`src/logic/mmu_pkg.sv`:
```
package mmu_pkg;

    // TLB size used when the top level is not overridden
    localparam int entries_default = 8;

    // VPN2 field, same position in EntryHi and in a virtual address
    localparam int vpn2_hi = 31;
    localparam int vpn2_lo = 13;
    localparam int vpn2_w  = vpn2_hi - vpn2_lo + 1;

    // address space identifier in EntryHi[7:0]
    localparam int asid_w = 8;

    // global bit as kept inside a stored EntryHi
    // the architectural EntryHi has nothing at this position
    localparam int g_pos = 12;

    // EntryLo fields
    localparam int pfn_hi = 25;
    localparam int pfn_lo = 6;
    localparam int c_hi   = 5;
    localparam int c_lo   = 3;
    localparam int d_pos  = 2;
    localparam int v_pos  = 1;
    localparam int g0_pos = 0;

    // physical page frame and page offset
    localparam int frame_w = 20;
    // offset width doubles as the even/odd page select bit
    localparam int offset_w = 12;

    // C field encoding for uncached access
    localparam logic [2:0] uncached_attr = 3'b010;

    // probe result when nothing matches, P bit set
    localparam logic [31:0] probe_miss = 32'h8000_0000;

endpackage
```
`src/logic/mmu_top.sv`:
```
`timescale 1ns/1ps

module mmu_top #(
    parameter int n_entries = mmu_pkg::entries_default,
    parameter int index_w   = $clog2(n_entries)
) (
    input  logic                        clk,
    input  logic                        rst,
    input  logic [31:0]                 inst_vaddr,
    input  logic [31:0]                 data_vaddr,
    input  logic                        inst_en,
    input  logic                        mem_read,
    input  logic                        mem_write,
    output logic [mmu_pkg::frame_w-1:0] inst_pfn,
    output logic [mmu_pkg::frame_w-1:0] data_pfn,
    output logic                        no_cache_i,
    output logic                        no_cache_d,
    output logic                        inst_tlb_refill,
    output logic                        inst_tlb_invalid,
    output logic                        data_tlb_refill,
    output logic                        data_tlb_invalid,
    output logic                        data_tlb_modify,
    input  logic                        tlbp,
    input  logic                        tlbr,
    input  logic                        tlbwi,
    input  logic                        tlbwr,
    input  logic [31:0]                 entryhi_in,
    input  logic [31:0]                 pagemask_in,
    input  logic [31:0]                 entrylo0_in,
    input  logic [31:0]                 entrylo1_in,
    input  logic [31:0]                 index_in,
    input  logic [31:0]                 random_in,
    output logic [31:0]                 entryhi_out,
    output logic [31:0]                 pagemask_out,
    output logic [31:0]                 entrylo0_out,
    output logic [31:0]                 entrylo1_out,
    output logic [31:0]                 index_out
);
    import mmu_pkg::*;

    logic [n_entries*vpn2_w-1:0] entry_vpn2;
    logic [n_entries*vpn2_w-1:0] entry_mask;
    logic [n_entries*asid_w-1:0] entry_asid;
    logic [n_entries-1:0]        entry_g;

    logic               i_hit;
    logic               d_hit;
    logic               p_hit;
    logic [index_w-1:0] i_index;
    logic [index_w-1:0] d_index;
    logic [index_w-1:0] p_index;
    logic [index_w-1:0] m_index;
    logic [index_w-1:0] w_index;
    logic               we;

    logic [31:0] i_lo0;
    logic [31:0] i_lo1;
    logic [31:0] d_lo0;
    logic [31:0] d_lo1;
    logic [31:0] m_hi;
    logic [31:0] m_lo0;
    logic [31:0] m_lo1;

    tlb_array #(
        .n_entries (n_entries),
        .index_w   (index_w)
    ) u_array (
        .clk        (clk),
        .rst        (rst),
        .we         (we),
        .w_index    (w_index),
        .w_entryhi  (entryhi_in),
        .w_pagemask (pagemask_in),
        .w_entrylo0 (entrylo0_in),
        .w_entrylo1 (entrylo1_in),
        .entry_vpn2 (entry_vpn2),
        .entry_mask (entry_mask),
        .entry_asid (entry_asid),
        .entry_g    (entry_g),
        .i_index    (i_index),
        .d_index    (d_index),
        .m_index    (m_index),
        .i_lo0      (i_lo0),
        .i_lo1      (i_lo1),
        .d_lo0      (d_lo0),
        .d_lo1      (d_lo1),
        .m_hi       (m_hi),
        .m_mask     (pagemask_out),
        .m_lo0      (m_lo0),
        .m_lo1      (m_lo1)
    );

    // all three lookups use the current ASID from EntryHi
    tlb_match #(
        .n_entries (n_entries),
        .index_w   (index_w)
    ) match_i (
        .lookup     (inst_vaddr),
        .asid       (entryhi_in[asid_w-1:0]),
        .entry_vpn2 (entry_vpn2),
        .entry_mask (entry_mask),
        .entry_asid (entry_asid),
        .entry_g    (entry_g),
        .hit        (i_hit),
        .hit_index  (i_index)
    );

    tlb_match #(
        .n_entries (n_entries),
        .index_w   (index_w)
    ) match_d (
        .lookup     (data_vaddr),
        .asid       (entryhi_in[asid_w-1:0]),
        .entry_vpn2 (entry_vpn2),
        .entry_mask (entry_mask),
        .entry_asid (entry_asid),
        .entry_g    (entry_g),
        .hit        (d_hit),
        .hit_index  (d_index)
    );

    tlb_match #(
        .n_entries (n_entries),
        .index_w   (index_w)
    ) match_p (
        .lookup     (entryhi_in),
        .asid       (entryhi_in[asid_w-1:0]),
        .entry_vpn2 (entry_vpn2),
        .entry_mask (entry_mask),
        .entry_asid (entry_asid),
        .entry_g    (entry_g),
        .hit        (p_hit),
        .hit_index  (p_index)
    );

    // fetch side has no store and no modify exception
    addr_xlate #(
        .data_side (1'b0)
    ) xlate_i (
        .vaddr       (inst_vaddr),
        .access      (inst_en),
        .store       (),
        .hit         (i_hit),
        .lo0         (i_lo0),
        .lo1         (i_lo1),
        .pfn         (inst_pfn),
        .uncached    (no_cache_i),
        .tlb_refill  (inst_tlb_refill),
        .tlb_invalid (inst_tlb_invalid),
        .tlb_modify  ()
    );

    addr_xlate #(
        .data_side (1'b1)
    ) xlate_d (
        .vaddr       (data_vaddr),
        .access      (mem_read),
        .store       (mem_write),
        .hit         (d_hit),
        .lo0         (d_lo0),
        .lo1         (d_lo1),
        .pfn         (data_pfn),
        .uncached    (no_cache_d),
        .tlb_refill  (data_tlb_refill),
        .tlb_invalid (data_tlb_invalid),
        .tlb_modify  (data_tlb_modify)
    );

    tlb_maint #(
        .index_w (index_w)
    ) u_maint (
        .tlbp         (tlbp),
        .tlbr         (tlbr),
        .tlbwi        (tlbwi),
        .tlbwr        (tlbwr),
        .index_in     (index_in),
        .random_in    (random_in),
        .probe_hit    (p_hit),
        .probe_index  (p_index),
        .m_hi         (m_hi),
        .m_lo0        (m_lo0),
        .m_lo1        (m_lo1),
        .we           (we),
        .w_index      (w_index),
        .m_index      (m_index),
        .index_out    (index_out),
        .entryhi_out  (entryhi_out),
        .entrylo0_out (entrylo0_out),
        .entrylo1_out (entrylo1_out)
    );

endmodule

```
`src/logic/tlb_maint.sv`:
```
`timescale 1ns/1ps

module tlb_maint #(
    parameter int index_w = 3
) (
    input  logic               tlbp,
    input  logic               tlbr,
    input  logic               tlbwi,
    input  logic               tlbwr,
    input  logic [31:0]        index_in,
    input  logic [31:0]        random_in,
    input  logic               probe_hit,
    input  logic [index_w-1:0] probe_index,
    input  logic [31:0]        m_hi,
    input  logic [31:0]        m_lo0,
    input  logic [31:0]        m_lo1,
    output logic               we,
    output logic [index_w-1:0] w_index,
    output logic [index_w-1:0] m_index,
    output logic [31:0]        index_out,
    output logic [31:0]        entryhi_out,
    output logic [31:0]        entrylo0_out,
    output logic [31:0]        entrylo1_out
);
    import mmu_pkg::*;

    logic g_stored;

    // TLBWI uses Index, TLBWR uses Random
    assign we      = tlbwi | tlbwr;
    assign w_index = tlbwi ? index_in[index_w-1:0] : random_in[index_w-1:0];

    // probe reads back the matching entry
    assign m_index = tlbp ? probe_index : index_in[index_w-1:0];

    // probe result with the P bit set on a miss
    assign index_out = probe_hit ? {{(32-index_w){1'b0}}, probe_index} : probe_miss;

    assign g_stored = m_hi[g_pos];

    // G of each EntryLo comes back from the combined global bit
    assign entryhi_out  = m_hi;
    assign entrylo0_out = {m_lo0[31:g0_pos+1], g_stored};
    assign entrylo1_out = {m_lo1[31:g0_pos+1], g_stored};

endmodule

```
`src/logic/addr_xlate.sv`:
```
`timescale 1ns/1ps

module addr_xlate #(
    parameter bit data_side = 1'b0
) (
    input  logic [31:0]                 vaddr,
    input  logic                        access,
    input  logic                        store,
    input  logic                        hit,
    input  logic [31:0]                 lo0,
    input  logic [31:0]                 lo1,
    output logic [mmu_pkg::frame_w-1:0] pfn,
    output logic                        uncached,
    output logic                        tlb_refill,
    output logic                        tlb_invalid,
    output logic                        tlb_modify
);
    import mmu_pkg::*;

    logic        unmapped;
    logic        kseg1;
    logic        window;
    logic        any_access;
    logic        wr_access;
    logic [31:0] lo_sel;
    logic        valid;
    logic        dirty;

    // kseg0 and kseg1 bypass the TLB
    assign unmapped = vaddr[31:30] == 2'b10;
    assign kseg1    = vaddr[31:29] == 3'b101;

    // monitor user space 0x8010_0000..0x803F_FFFF, kept out of the caches
    assign window = data_side && vaddr[31] && !(|vaddr[30:22]) && (|vaddr[21:20]);

    // data side sees load or store, fetch side only the enable
    assign any_access = data_side ? (access | store) : access;
    assign wr_access  = data_side ? store : 1'b0;

    // bit 12 picks the odd page of the pair
    assign lo_sel = vaddr[offset_w] ? lo1 : lo0;
    assign valid  = lo_sel[v_pos];
    assign dirty  = lo_sel[d_pos];

    always_comb
    begin
        if (unmapped)
        begin
            pfn      = {3'b000, vaddr[offset_w+frame_w-4:offset_w]};
            uncached = kseg1 | window;
        end
        else
        begin
            pfn      = lo_sel[pfn_hi:pfn_lo];
            uncached = lo_sel[c_hi:c_lo] == uncached_attr;
        end
    end

    // no TLB exceptions outside the mapped segments
    assign tlb_refill  = !unmapped && any_access && !hit;
    assign tlb_invalid = !unmapped && any_access && hit && !valid;
    assign tlb_modify  = !unmapped && wr_access && hit && valid && !dirty;

endmodule

```
`src/logic/tlb_match.sv`:
```
`timescale 1ns/1ps

module tlb_match #(
    parameter int n_entries = 8,
    parameter int index_w   = 3
) (
    input  logic [31:0]                           lookup,
    input  logic [mmu_pkg::asid_w-1:0]            asid,
    input  logic [n_entries*mmu_pkg::vpn2_w-1:0] entry_vpn2,
    input  logic [n_entries*mmu_pkg::vpn2_w-1:0] entry_mask,
    input  logic [n_entries*mmu_pkg::asid_w-1:0] entry_asid,
    input  logic [n_entries-1:0]                  entry_g,
    output logic                                  hit,
    output logic [index_w-1:0]                    hit_index
);
    import mmu_pkg::*;

    logic [vpn2_w-1:0]    vpn2;
    logic [n_entries-1:0] vpn_eq;
    logic [n_entries-1:0] asid_ok;
    logic [n_entries-1:0] hit_mask;

    assign vpn2 = lookup[vpn2_hi:vpn2_lo];

    for (genvar e = 0; e < n_entries; e++)
    begin : g_cmp
        // masked VPN2 bits never take part in the compare
        assign vpn_eq[e] = ((vpn2 ^ entry_vpn2[e*vpn2_w +: vpn2_w])
                           & ~entry_mask[e*vpn2_w +: vpn2_w]) == '0;
        assign asid_ok[e] = entry_g[e] || (entry_asid[e*asid_w +: asid_w] == asid);
        assign hit_mask[e] = vpn_eq[e] & asid_ok[e];
    end

    assign hit = |hit_mask;

    // OR encoder, several hits merge their indices
    always_comb
    begin
        hit_index = '0;
        for (int e = 0; e < n_entries; e++)
        begin
            if (hit_mask[e])
                hit_index = hit_index | index_w'(e);
        end
    end

endmodule

```
`src/logic/tlb_array.sv`:
```
`timescale 1ns/1ps

module tlb_array #(
    parameter int n_entries = 8,
    parameter int index_w   = 3
) (
    input  logic                                  clk,
    input  logic                                  rst,
    input  logic                                  we,
    input  logic [index_w-1:0]                    w_index,
    input  logic [31:0]                           w_entryhi,
    input  logic [31:0]                           w_pagemask,
    input  logic [31:0]                           w_entrylo0,
    input  logic [31:0]                           w_entrylo1,
    output logic [n_entries*mmu_pkg::vpn2_w-1:0] entry_vpn2,
    output logic [n_entries*mmu_pkg::vpn2_w-1:0] entry_mask,
    output logic [n_entries*mmu_pkg::asid_w-1:0] entry_asid,
    output logic [n_entries-1:0]                  entry_g,
    input  logic [index_w-1:0]                    i_index,
    input  logic [index_w-1:0]                    d_index,
    input  logic [index_w-1:0]                    m_index,
    output logic [31:0]                           i_lo0,
    output logic [31:0]                           i_lo1,
    output logic [31:0]                           d_lo0,
    output logic [31:0]                           d_lo1,
    output logic [31:0]                           m_hi,
    output logic [31:0]                           m_mask,
    output logic [31:0]                           m_lo0,
    output logic [31:0]                           m_lo1
);
    import mmu_pkg::*;

    logic [31:0] hi_q   [n_entries];
    logic [31:0] mask_q [n_entries];
    logic [31:0] lo0_q  [n_entries];
    logic [31:0] lo1_q  [n_entries];

    logic [31:0] hi_d;

    // only PFN, C, D and V survive a write
    function automatic logic [31:0] keep_lo(input logic [31:0] lo);
        logic [31:0] r;
        r = '0;
        r[pfn_hi:pfn_lo] = lo[pfn_hi:pfn_lo];
        r[c_hi:c_lo] = lo[c_hi:c_lo];
        r[d_pos] = lo[d_pos];
        r[v_pos] = lo[v_pos];
        return r;
    endfunction

    // entry is global only when both halves say so
    always_comb
    begin
        hi_d = '0;
        hi_d[vpn2_hi:vpn2_lo] = w_entryhi[vpn2_hi:vpn2_lo];
        hi_d[g_pos] = w_entrylo0[g0_pos] & w_entrylo1[g0_pos];
        hi_d[asid_w-1:0] = w_entryhi[asid_w-1:0];
    end

    always_ff @(posedge clk)
    begin
        if (rst)
        begin
            for (int e = 0; e < n_entries; e++)
            begin
                hi_q[e]   <= '0;
                mask_q[e] <= '0;
                lo0_q[e]  <= '0;
                lo1_q[e]  <= '0;
            end
        end
        else if (we)
        begin
            hi_q[w_index]   <= hi_d;
            mask_q[w_index] <= w_pagemask;
            lo0_q[w_index]  <= keep_lo(w_entrylo0);
            lo1_q[w_index]  <= keep_lo(w_entrylo1);
        end
    end

    // compare fields for the matchers, entry e at slice e
    for (genvar e = 0; e < n_entries; e++)
    begin : g_flat
        assign entry_vpn2[e*vpn2_w +: vpn2_w] = hi_q[e][vpn2_hi:vpn2_lo];
        assign entry_mask[e*vpn2_w +: vpn2_w] = mask_q[e][vpn2_hi:vpn2_lo];
        assign entry_asid[e*asid_w +: asid_w] = hi_q[e][asid_w-1:0];
        assign entry_g[e] = hi_q[e][g_pos];
    end

    // asynchronous read ports
    assign i_lo0  = lo0_q[i_index];
    assign i_lo1  = lo1_q[i_index];
    assign d_lo0  = lo0_q[d_index];
    assign d_lo1  = lo1_q[d_index];
    assign m_hi   = hi_q[m_index];
    assign m_mask = mask_q[m_index];
    assign m_lo0  = lo0_q[m_index];
    assign m_lo1  = lo1_q[m_index];

endmodule

```
`config.mk`:
```
export PLATFORM = sky130hd
export DESIGN_NAME = mmu_top
export DESIGN_NICKNAME = d
export VERILOG_FILES = /design/src/logic/mmu_pkg.sv /design/src/logic/mmu_top.sv /design/src/logic/tlb_maint.sv /design/src/logic/addr_xlate.sv /design/src/logic/tlb_match.sv /design/src/logic/tlb_array.sv
export SDC_FILE = /design/constraint.sdc
export NUM_CORES = 2
export LEC_CHECK = 0
export CAP_MARGIN = 20
export CORE_AREA = 2 2 339 341
export CTS_BUF_LIST = sky130_fd_sc_hd__clkbuf_8 sky130_fd_sc_hd__clkbuf_16
export DETAILED_ROUTE_END_ITERATION = 10
export DIE_AREA = 0 0 341 343
export DONT_BUFFER_PORTS = 1
export PLACE_DENSITY = 0.63
export SYNTH_ARGS = -nofsm -noshare
export SYNTH_HDL_FRONTEND = slang
export SYNTH_SLANG_ARGS = --single-unit
```
`constraint.sdc`:
```
create_clock -name clk -period 8.19 [get_ports clk]
set_input_delay 0.819 -clock clk [delete_from_list [all_inputs] [get_ports clk]]
set_output_delay 0.819 -clock clk [all_outputs]
set_load 0.1 [all_outputs]
```
# [After elaboration in Yosys (flattened, before gate mapping)]
# Memory sizes are Yosys's and may differ from the RTL's.
# Cells that the tools add are included.
# Widths: inputs -> output; s select.
[word_totals] in_bits=265 n_memories=4 ram_bits=880 register_bits=0 output_inout_bits=207
[op_classes] n_bitwise=84 muxes=47 n_eq_ne=14 n_reduce_logical=63
[memory_table] name="u_array.mask_q" depth=8 word_bits=32 rd=9 rd_ports_with_merged_regs=0 write_ports=8 line_no="tlb_array.sv:34" rtl="logic [31:0] mask_q [n_entries];"
[memory_table] name="u_array.hi_q" depth=8 word_bits=28 rd=9 rd_ports_with_merged_regs=0 write_ports=8 line_no="tlb_array.sv:33" rtl="logic [31:0] hi_q [n_entries];"
[memory_table] name="u_array.lo0_q" depth=8 word_bits=25 rd=3 rd_ports_with_merged_regs=0 write_ports=8 line_no="tlb_array.sv:35" rtl="logic [31:0] lo0_q [n_entries];"
[memory_table] name="u_array.lo1_q" depth=8 word_bits=25 rd=3 rd_ports_with_merged_regs=0 write_ports=8 line_no="tlb_array.sv:36" rtl="logic [31:0] lo1_q [n_entries];"
[op_table] cell="$and 19x19->19" count=24
[op_table] cell="$logic_not 19->1" count=24
[op_table] cell="$xor 19x19->19" count=24
[op_table] cell="$not 19->19" count=8
[op_table] cell="$eq 8x8->1" count=8
[op_table] cell="$mux 32" count=2
[op_table] cell="$mux 3" count=18
[op_table] cell="$mux 26" count=2
[op_table] cell="$mux 25" count=2
[op_table] cell="$reduce_or 25->1" count=2
[op_table] cell="$mux 20" count=2
[op_table] cell="$reduce_or 32->1" count=1
[op_table] cell="$mux 28" count=1
[op_table] cell="$reduce_or 28->1" count=1
[op_table] cell="$and 1x1->1" count=25
[op_table] cell="$reduce_or 8->1" count=3
[op_table] cell="$logic_and 1x1->1" count=14
[op_table] cell="$mux 1" count=14
[op_table] cell="$mux 2" count=6
[op_table] cell="$reduce_or 9->1" count=1
[op_table] cell="$logic_not 1->1" count=8
[op_table] cell="$logic_or 1x1->1" count=8
[op_table] cell="$eq 3x2->1 const B" count=2
[op_table] cell="$eq 3x3->1 const B" count=2
[op_table] cell="other kinds (3)" count=6

# [Logic depth before layout (Yosys ltp)]
# An unclocked memory read counts as a cell.
[depth] word_depth=16 depth_mapped=15 depth_no_buf=9

# [Cells and area by module]
# Synthesis repeated with hierarchy kept, for this count alone.
[unflattened] cells_unflattened=4472 area_unflattened_um2=57452.6
[modules_own_cells] mod="tlb_array" cells_per_inst=3028 area_each_um2=46487.1 n_inst=1 seq_area_each_um2=26425.3
[modules_own_cells] mod="tlb_match" cells_per_inst=383 area_each_um2=2935.3 n_inst=3 seq_area_each_um2=0.0
[modules_own_cells] mod="tlb_maint" cells_per_inst=136 area_each_um2=1031.0 n_inst=1 seq_area_each_um2=0.0
[modules_own_cells] mod="addr_xlate at xlate_d" cells_per_inst=82 area_each_um2=566.8 n_inst=1 seq_area_each_um2=0.0
[modules_own_cells] mod="addr_xlate at xlate_i" cells_per_inst=77 area_each_um2=561.8 n_inst=1 seq_area_each_um2=0.0

# [Worst setup path before layout]
# OpenSTA, ideal clock, no wires.
[synth_timing] kind="input to output" start="in entryhi_in[5]" end="out data_tlb_refill" required_ns=7.371 path_slack_ns=2.268 t_arrival_ns=5.103 stages=9 path_cell_list="buf_2 -> xor2_1 -> nor4_1 -> a41o_2 -> nand4_4 -> nand4_1 -> buf_4 -> clkbuf_1 -> nor4_1"
[synth_between] elab_chain_cells=6 elab_cells_between_ends=27 classes_between="eq/ne: 8; bitwise: 8; reduce/logical: 11"
[synth_rtl] element="from (decl)" line_no="mmu_top.sv:27" rtl="input logic [31:0] entryhi_in,"
[synth_rtl] element="$eq 8x8->1" line_no="tlb_match.sv:30" rtl="assign asid_ok[e] = entry_g[e] || (entry_asid[e*asid_w +: asid_w] == asid);"
[synth_rtl] element="$logic_or 1x1->1" line_no="tlb_match.sv:30"
[synth_rtl] element="$and 1x1->1" line_no="tlb_match.sv:31" rtl="assign hit_mask[e] = vpn_eq[e] & asid_ok[e];"
[synth_rtl] element="$reduce_or 8->1 *" line_no="tlb_match.sv:34" rtl="assign hit = |hit_mask;"
[synth_rtl] element="$logic_not 1->1 *" line_no="addr_xlate.sv:60" rtl="assign tlb_refill = !unmapped && any_access && !hit;"
[synth_rtl] element="$logic_and 1x1->1 *" line_no="addr_xlate.sv:60"
[synth_rtl] element="to (decl)" line_no="mmu_top.sv:20" rtl="output logic data_tlb_refill,"
# Every way passes the cells marked *; elsewhere a longest branch is shown, timed or not.

==> results.md <==
* IO Count at about 470
* Total of warnings raised by yosys at 0
* Critical Path End: data_pfn[9]
* Hold Fails Final Rpt at 0
* Average size of a mapped cell at roughly 12 sq um
* Grt ovf at 0
* Final period util at 0.8437
* Core footprint at 113,400 sq um
* Crit-path cells: xnor2_1 > o22ai_1 > nor4_1 > nand4_1 > nand4_1 > and2_2 > buf_4 > a22o_1 > o21ai_0 > a32o_1
* Worst stage delay on the critical path at 1.07 ns
* Critical path origin: u_array.hi_q[4][17]$_SDFFCE_PN0P_
* Max-slew headroom at 0.1975
* Initial Util at 0.4951
* Buffers on Ports at 0
* Die area at between 100,000 and 150,000 sq um
* Max Fclk at 144.7 MHz
* Vias/cell at 6.652
* Placed Cells at 5,917
* GRT Total Usage at 0.3744
* Critical path startpoint category: register
* Routed WL per cell at around 37 um
* Rows at 124
* Fillers at 9,741
* WP buf/inv at 1
* Crit. path cell count at 10
* Ys flop type: edfxtp_1
* CTS tree: yes
* CTS buffer count at 101
* Root Buffer: clkbuf_16
* Hold_buf cts at 0
* Final Power at 0.01288 W
* Setup_tns at 0 ns
* Via Count at 40,590
* Hold Path Class: primary input to register
* Synth Cell Area at 56,150 sq um
* Dpl hpwl at between 100,000 and 150,000 um
* Setup bufs post-CTS at 0
* Register area share after synthesis at 0.4706
* Slowest-stage cell, CP: a32o_1
* Post-cts sizing count at 0
* Setup violators final at 0
* Hold wc startpoint: entrylo0_in[19]
* Largest area contributor in the netlist: edfxtp_1
* FFs w/ async S/R, synth at 0
* Antenna violations before repair at 3
* Worst EP arrival at a little over 6 ns
* Yosys reg bits at 880
* Crit path time final at 6.910 ns
* Max_cap viols at 0
* Outcome: completed
* Worst IR Drop VDD at between 0.00015 and 0.0002 V
* Share of cells above drive strength 1 at 0.09378
* # H-tree levels at 3
* Most common cell after layout, fill and taps aside: mux2i_1
* RSZ-0062 raised after global routing: no
* Slew Limit Fails at 0
* Synth Instances at approximately 4,700
* Leak pwr at roughly 24 nW
* Top-area cell type share of the netlist area at 0.4706
* Area occupied by multi-input gates at 27,590 sq um
* Vias in the first global route at about 40,000
* Final Wtd Congestion at 1.051
* Drt pass-1 iters at 6
* First-pass GRT wire length at 309,400 um
* Synth top area cells: edfxtp_1, mux2i_1, xnor2_1
* FF/Latch Area at 26,430 sq um
* Clk sink count at 880
* Largest net degree at the start of global routing at 173
* Nature of the critical path endpoint: output pin
* Power Density at 213.7 nW/um^2
* Clock Tree Buf Depth at 3
* Post-route insts no fill at ~6,100
* Residual DRC at 0
* Routed WL at 224,200 um
* Chip width at 341 um
* Commonest cells after routing, fill and taps aside: mux2i_1, edfxtp_1, xnor2_1, and2_1, and3_1
* Crit path required time at 7.37 ns
* Area delta synth->final at 7.313%
* Crit path kind: register to output pin
* CP top delay family: compound AO/OA/AOI/OAI gates
* Worst-Margin Slew at 1.204 ns
* Die Y at roughly 340 um
* Antenna violation net count after detailed routing at 0
* DRT iter0 DRCs at 4,864
* Yosys cell types at 57
* Clock Pin Slew Worst Setup and Hold Paths at around 0.060 ns
* CP max FO at 18
* Total Nets Final at 4,774
* EDFF count, synth at about 900
* Most used cell along the critical path: nand4_1
[worst min-delay path by stage]
stage	end	cells past startpoint
2_1_floorplan	u_array.lo0_q[0][0]$_SDFFCE_PN0P_	1
3_3_place_gp	u_array.lo1_q[0][17]$_SDFFCE_PN0P_	1
3_5_place_dp	u_array.mask_q[1][9]$_SDFFCE_PN0P_	1
4_1_cts	u_array.lo1_q[1][17]$_SDFFCE_PN0P_	1
5_1_grt	u_array.lo0_q[4][18]$_SDFFCE_PN0P_	1
6_report	u_array.lo0_q[4][18]$_SDFFCE_PN0P_	1
[final cells by class]
cell class / instances / share of cell area
clock inverter: 77 / 0.009905
tap: 1512 / 0.03140
timing repair buffer: 99 / 0.01931
inverter: 6 / 0.0003738
antenna: 4 / 0.0001661
clock buffer: 102 / 0.04236
sequential: 880 / 0.4385
multi-input combinational: 3421 / 0.4579
[through the flow]
stage	hold slack [ns]	setup WS [ns]	utilization	area (sq um)
after CTS	0.2648	1.489	0.5310	60220
after global placement	1.018	1.945	0.5020	56930
final	0.2959	1.280	0.5313	60260
after global routing	0.2663	1.368	0.5312	60250
after detailed placement	1.021	1.860	0.5032	57070
after floorplan	1.017	2.268	-	56310
[cell usage after synthesis (28+ instances only)]
master    instances
nand2_1          75
nor2_1           80
mux2_2          115
a211oi_1         58
nor4_1           56
xnor2_1         472
edfxtp_1        880
nand4_1          28
buf_4            98
xor2_1           48
mux2i_1        1022
and2_1          449
o22ai_1         214
a21oi_1          44
and3_1          444
clkbuf_1        188
buf_2           152
a22oi_1          58
[per-layer routing]
layer / vias up / wire, um / GRT usage / share of wire
met3: 635 / 23310 / 0.09741 / 0.10
met5: - / 13 / 0 / 0.000058
met4: 2 / 15320 / 0.2197 / 0.068
met2: 2414 / 101100 / 0.5849 / 0.45
met1: 20350 / 84460 / 0.4700 / 0.38
li1: 17180 / - / - / -
[report_power, final]
| group | internal (W) | total [W] | switching, W |
|---|---|---|---|
| Combinational | 0.000784 | 0.00283 | 0.00204 |
| Clock | 0.00247 | 0.00438 | 0.00191 |
| Sequential | 0.00530 | 0.00566 | 0.000364 |
[registers in the layout (all words and copies together) (netlist names)]
| register | flops |
|---|---|
| u_array.mask_q | 256 |
| u_array.hi_q | 224 |
| u_array.lo0_q | 200 |
| u_array.lo1_q | 200 |
[cells by family after synthesis]
group                     share of synthesized area
and+or+nand+nor                              0.1304
other                                    0.00006679
AOI/OAI and AO/OA                           0.06208
buffers and inverters                       0.04530
muxes                                        0.2105
DFF                                          0.4706
xor gates and xnor gates                    0.08111
(Power assumes the default switching activity.)
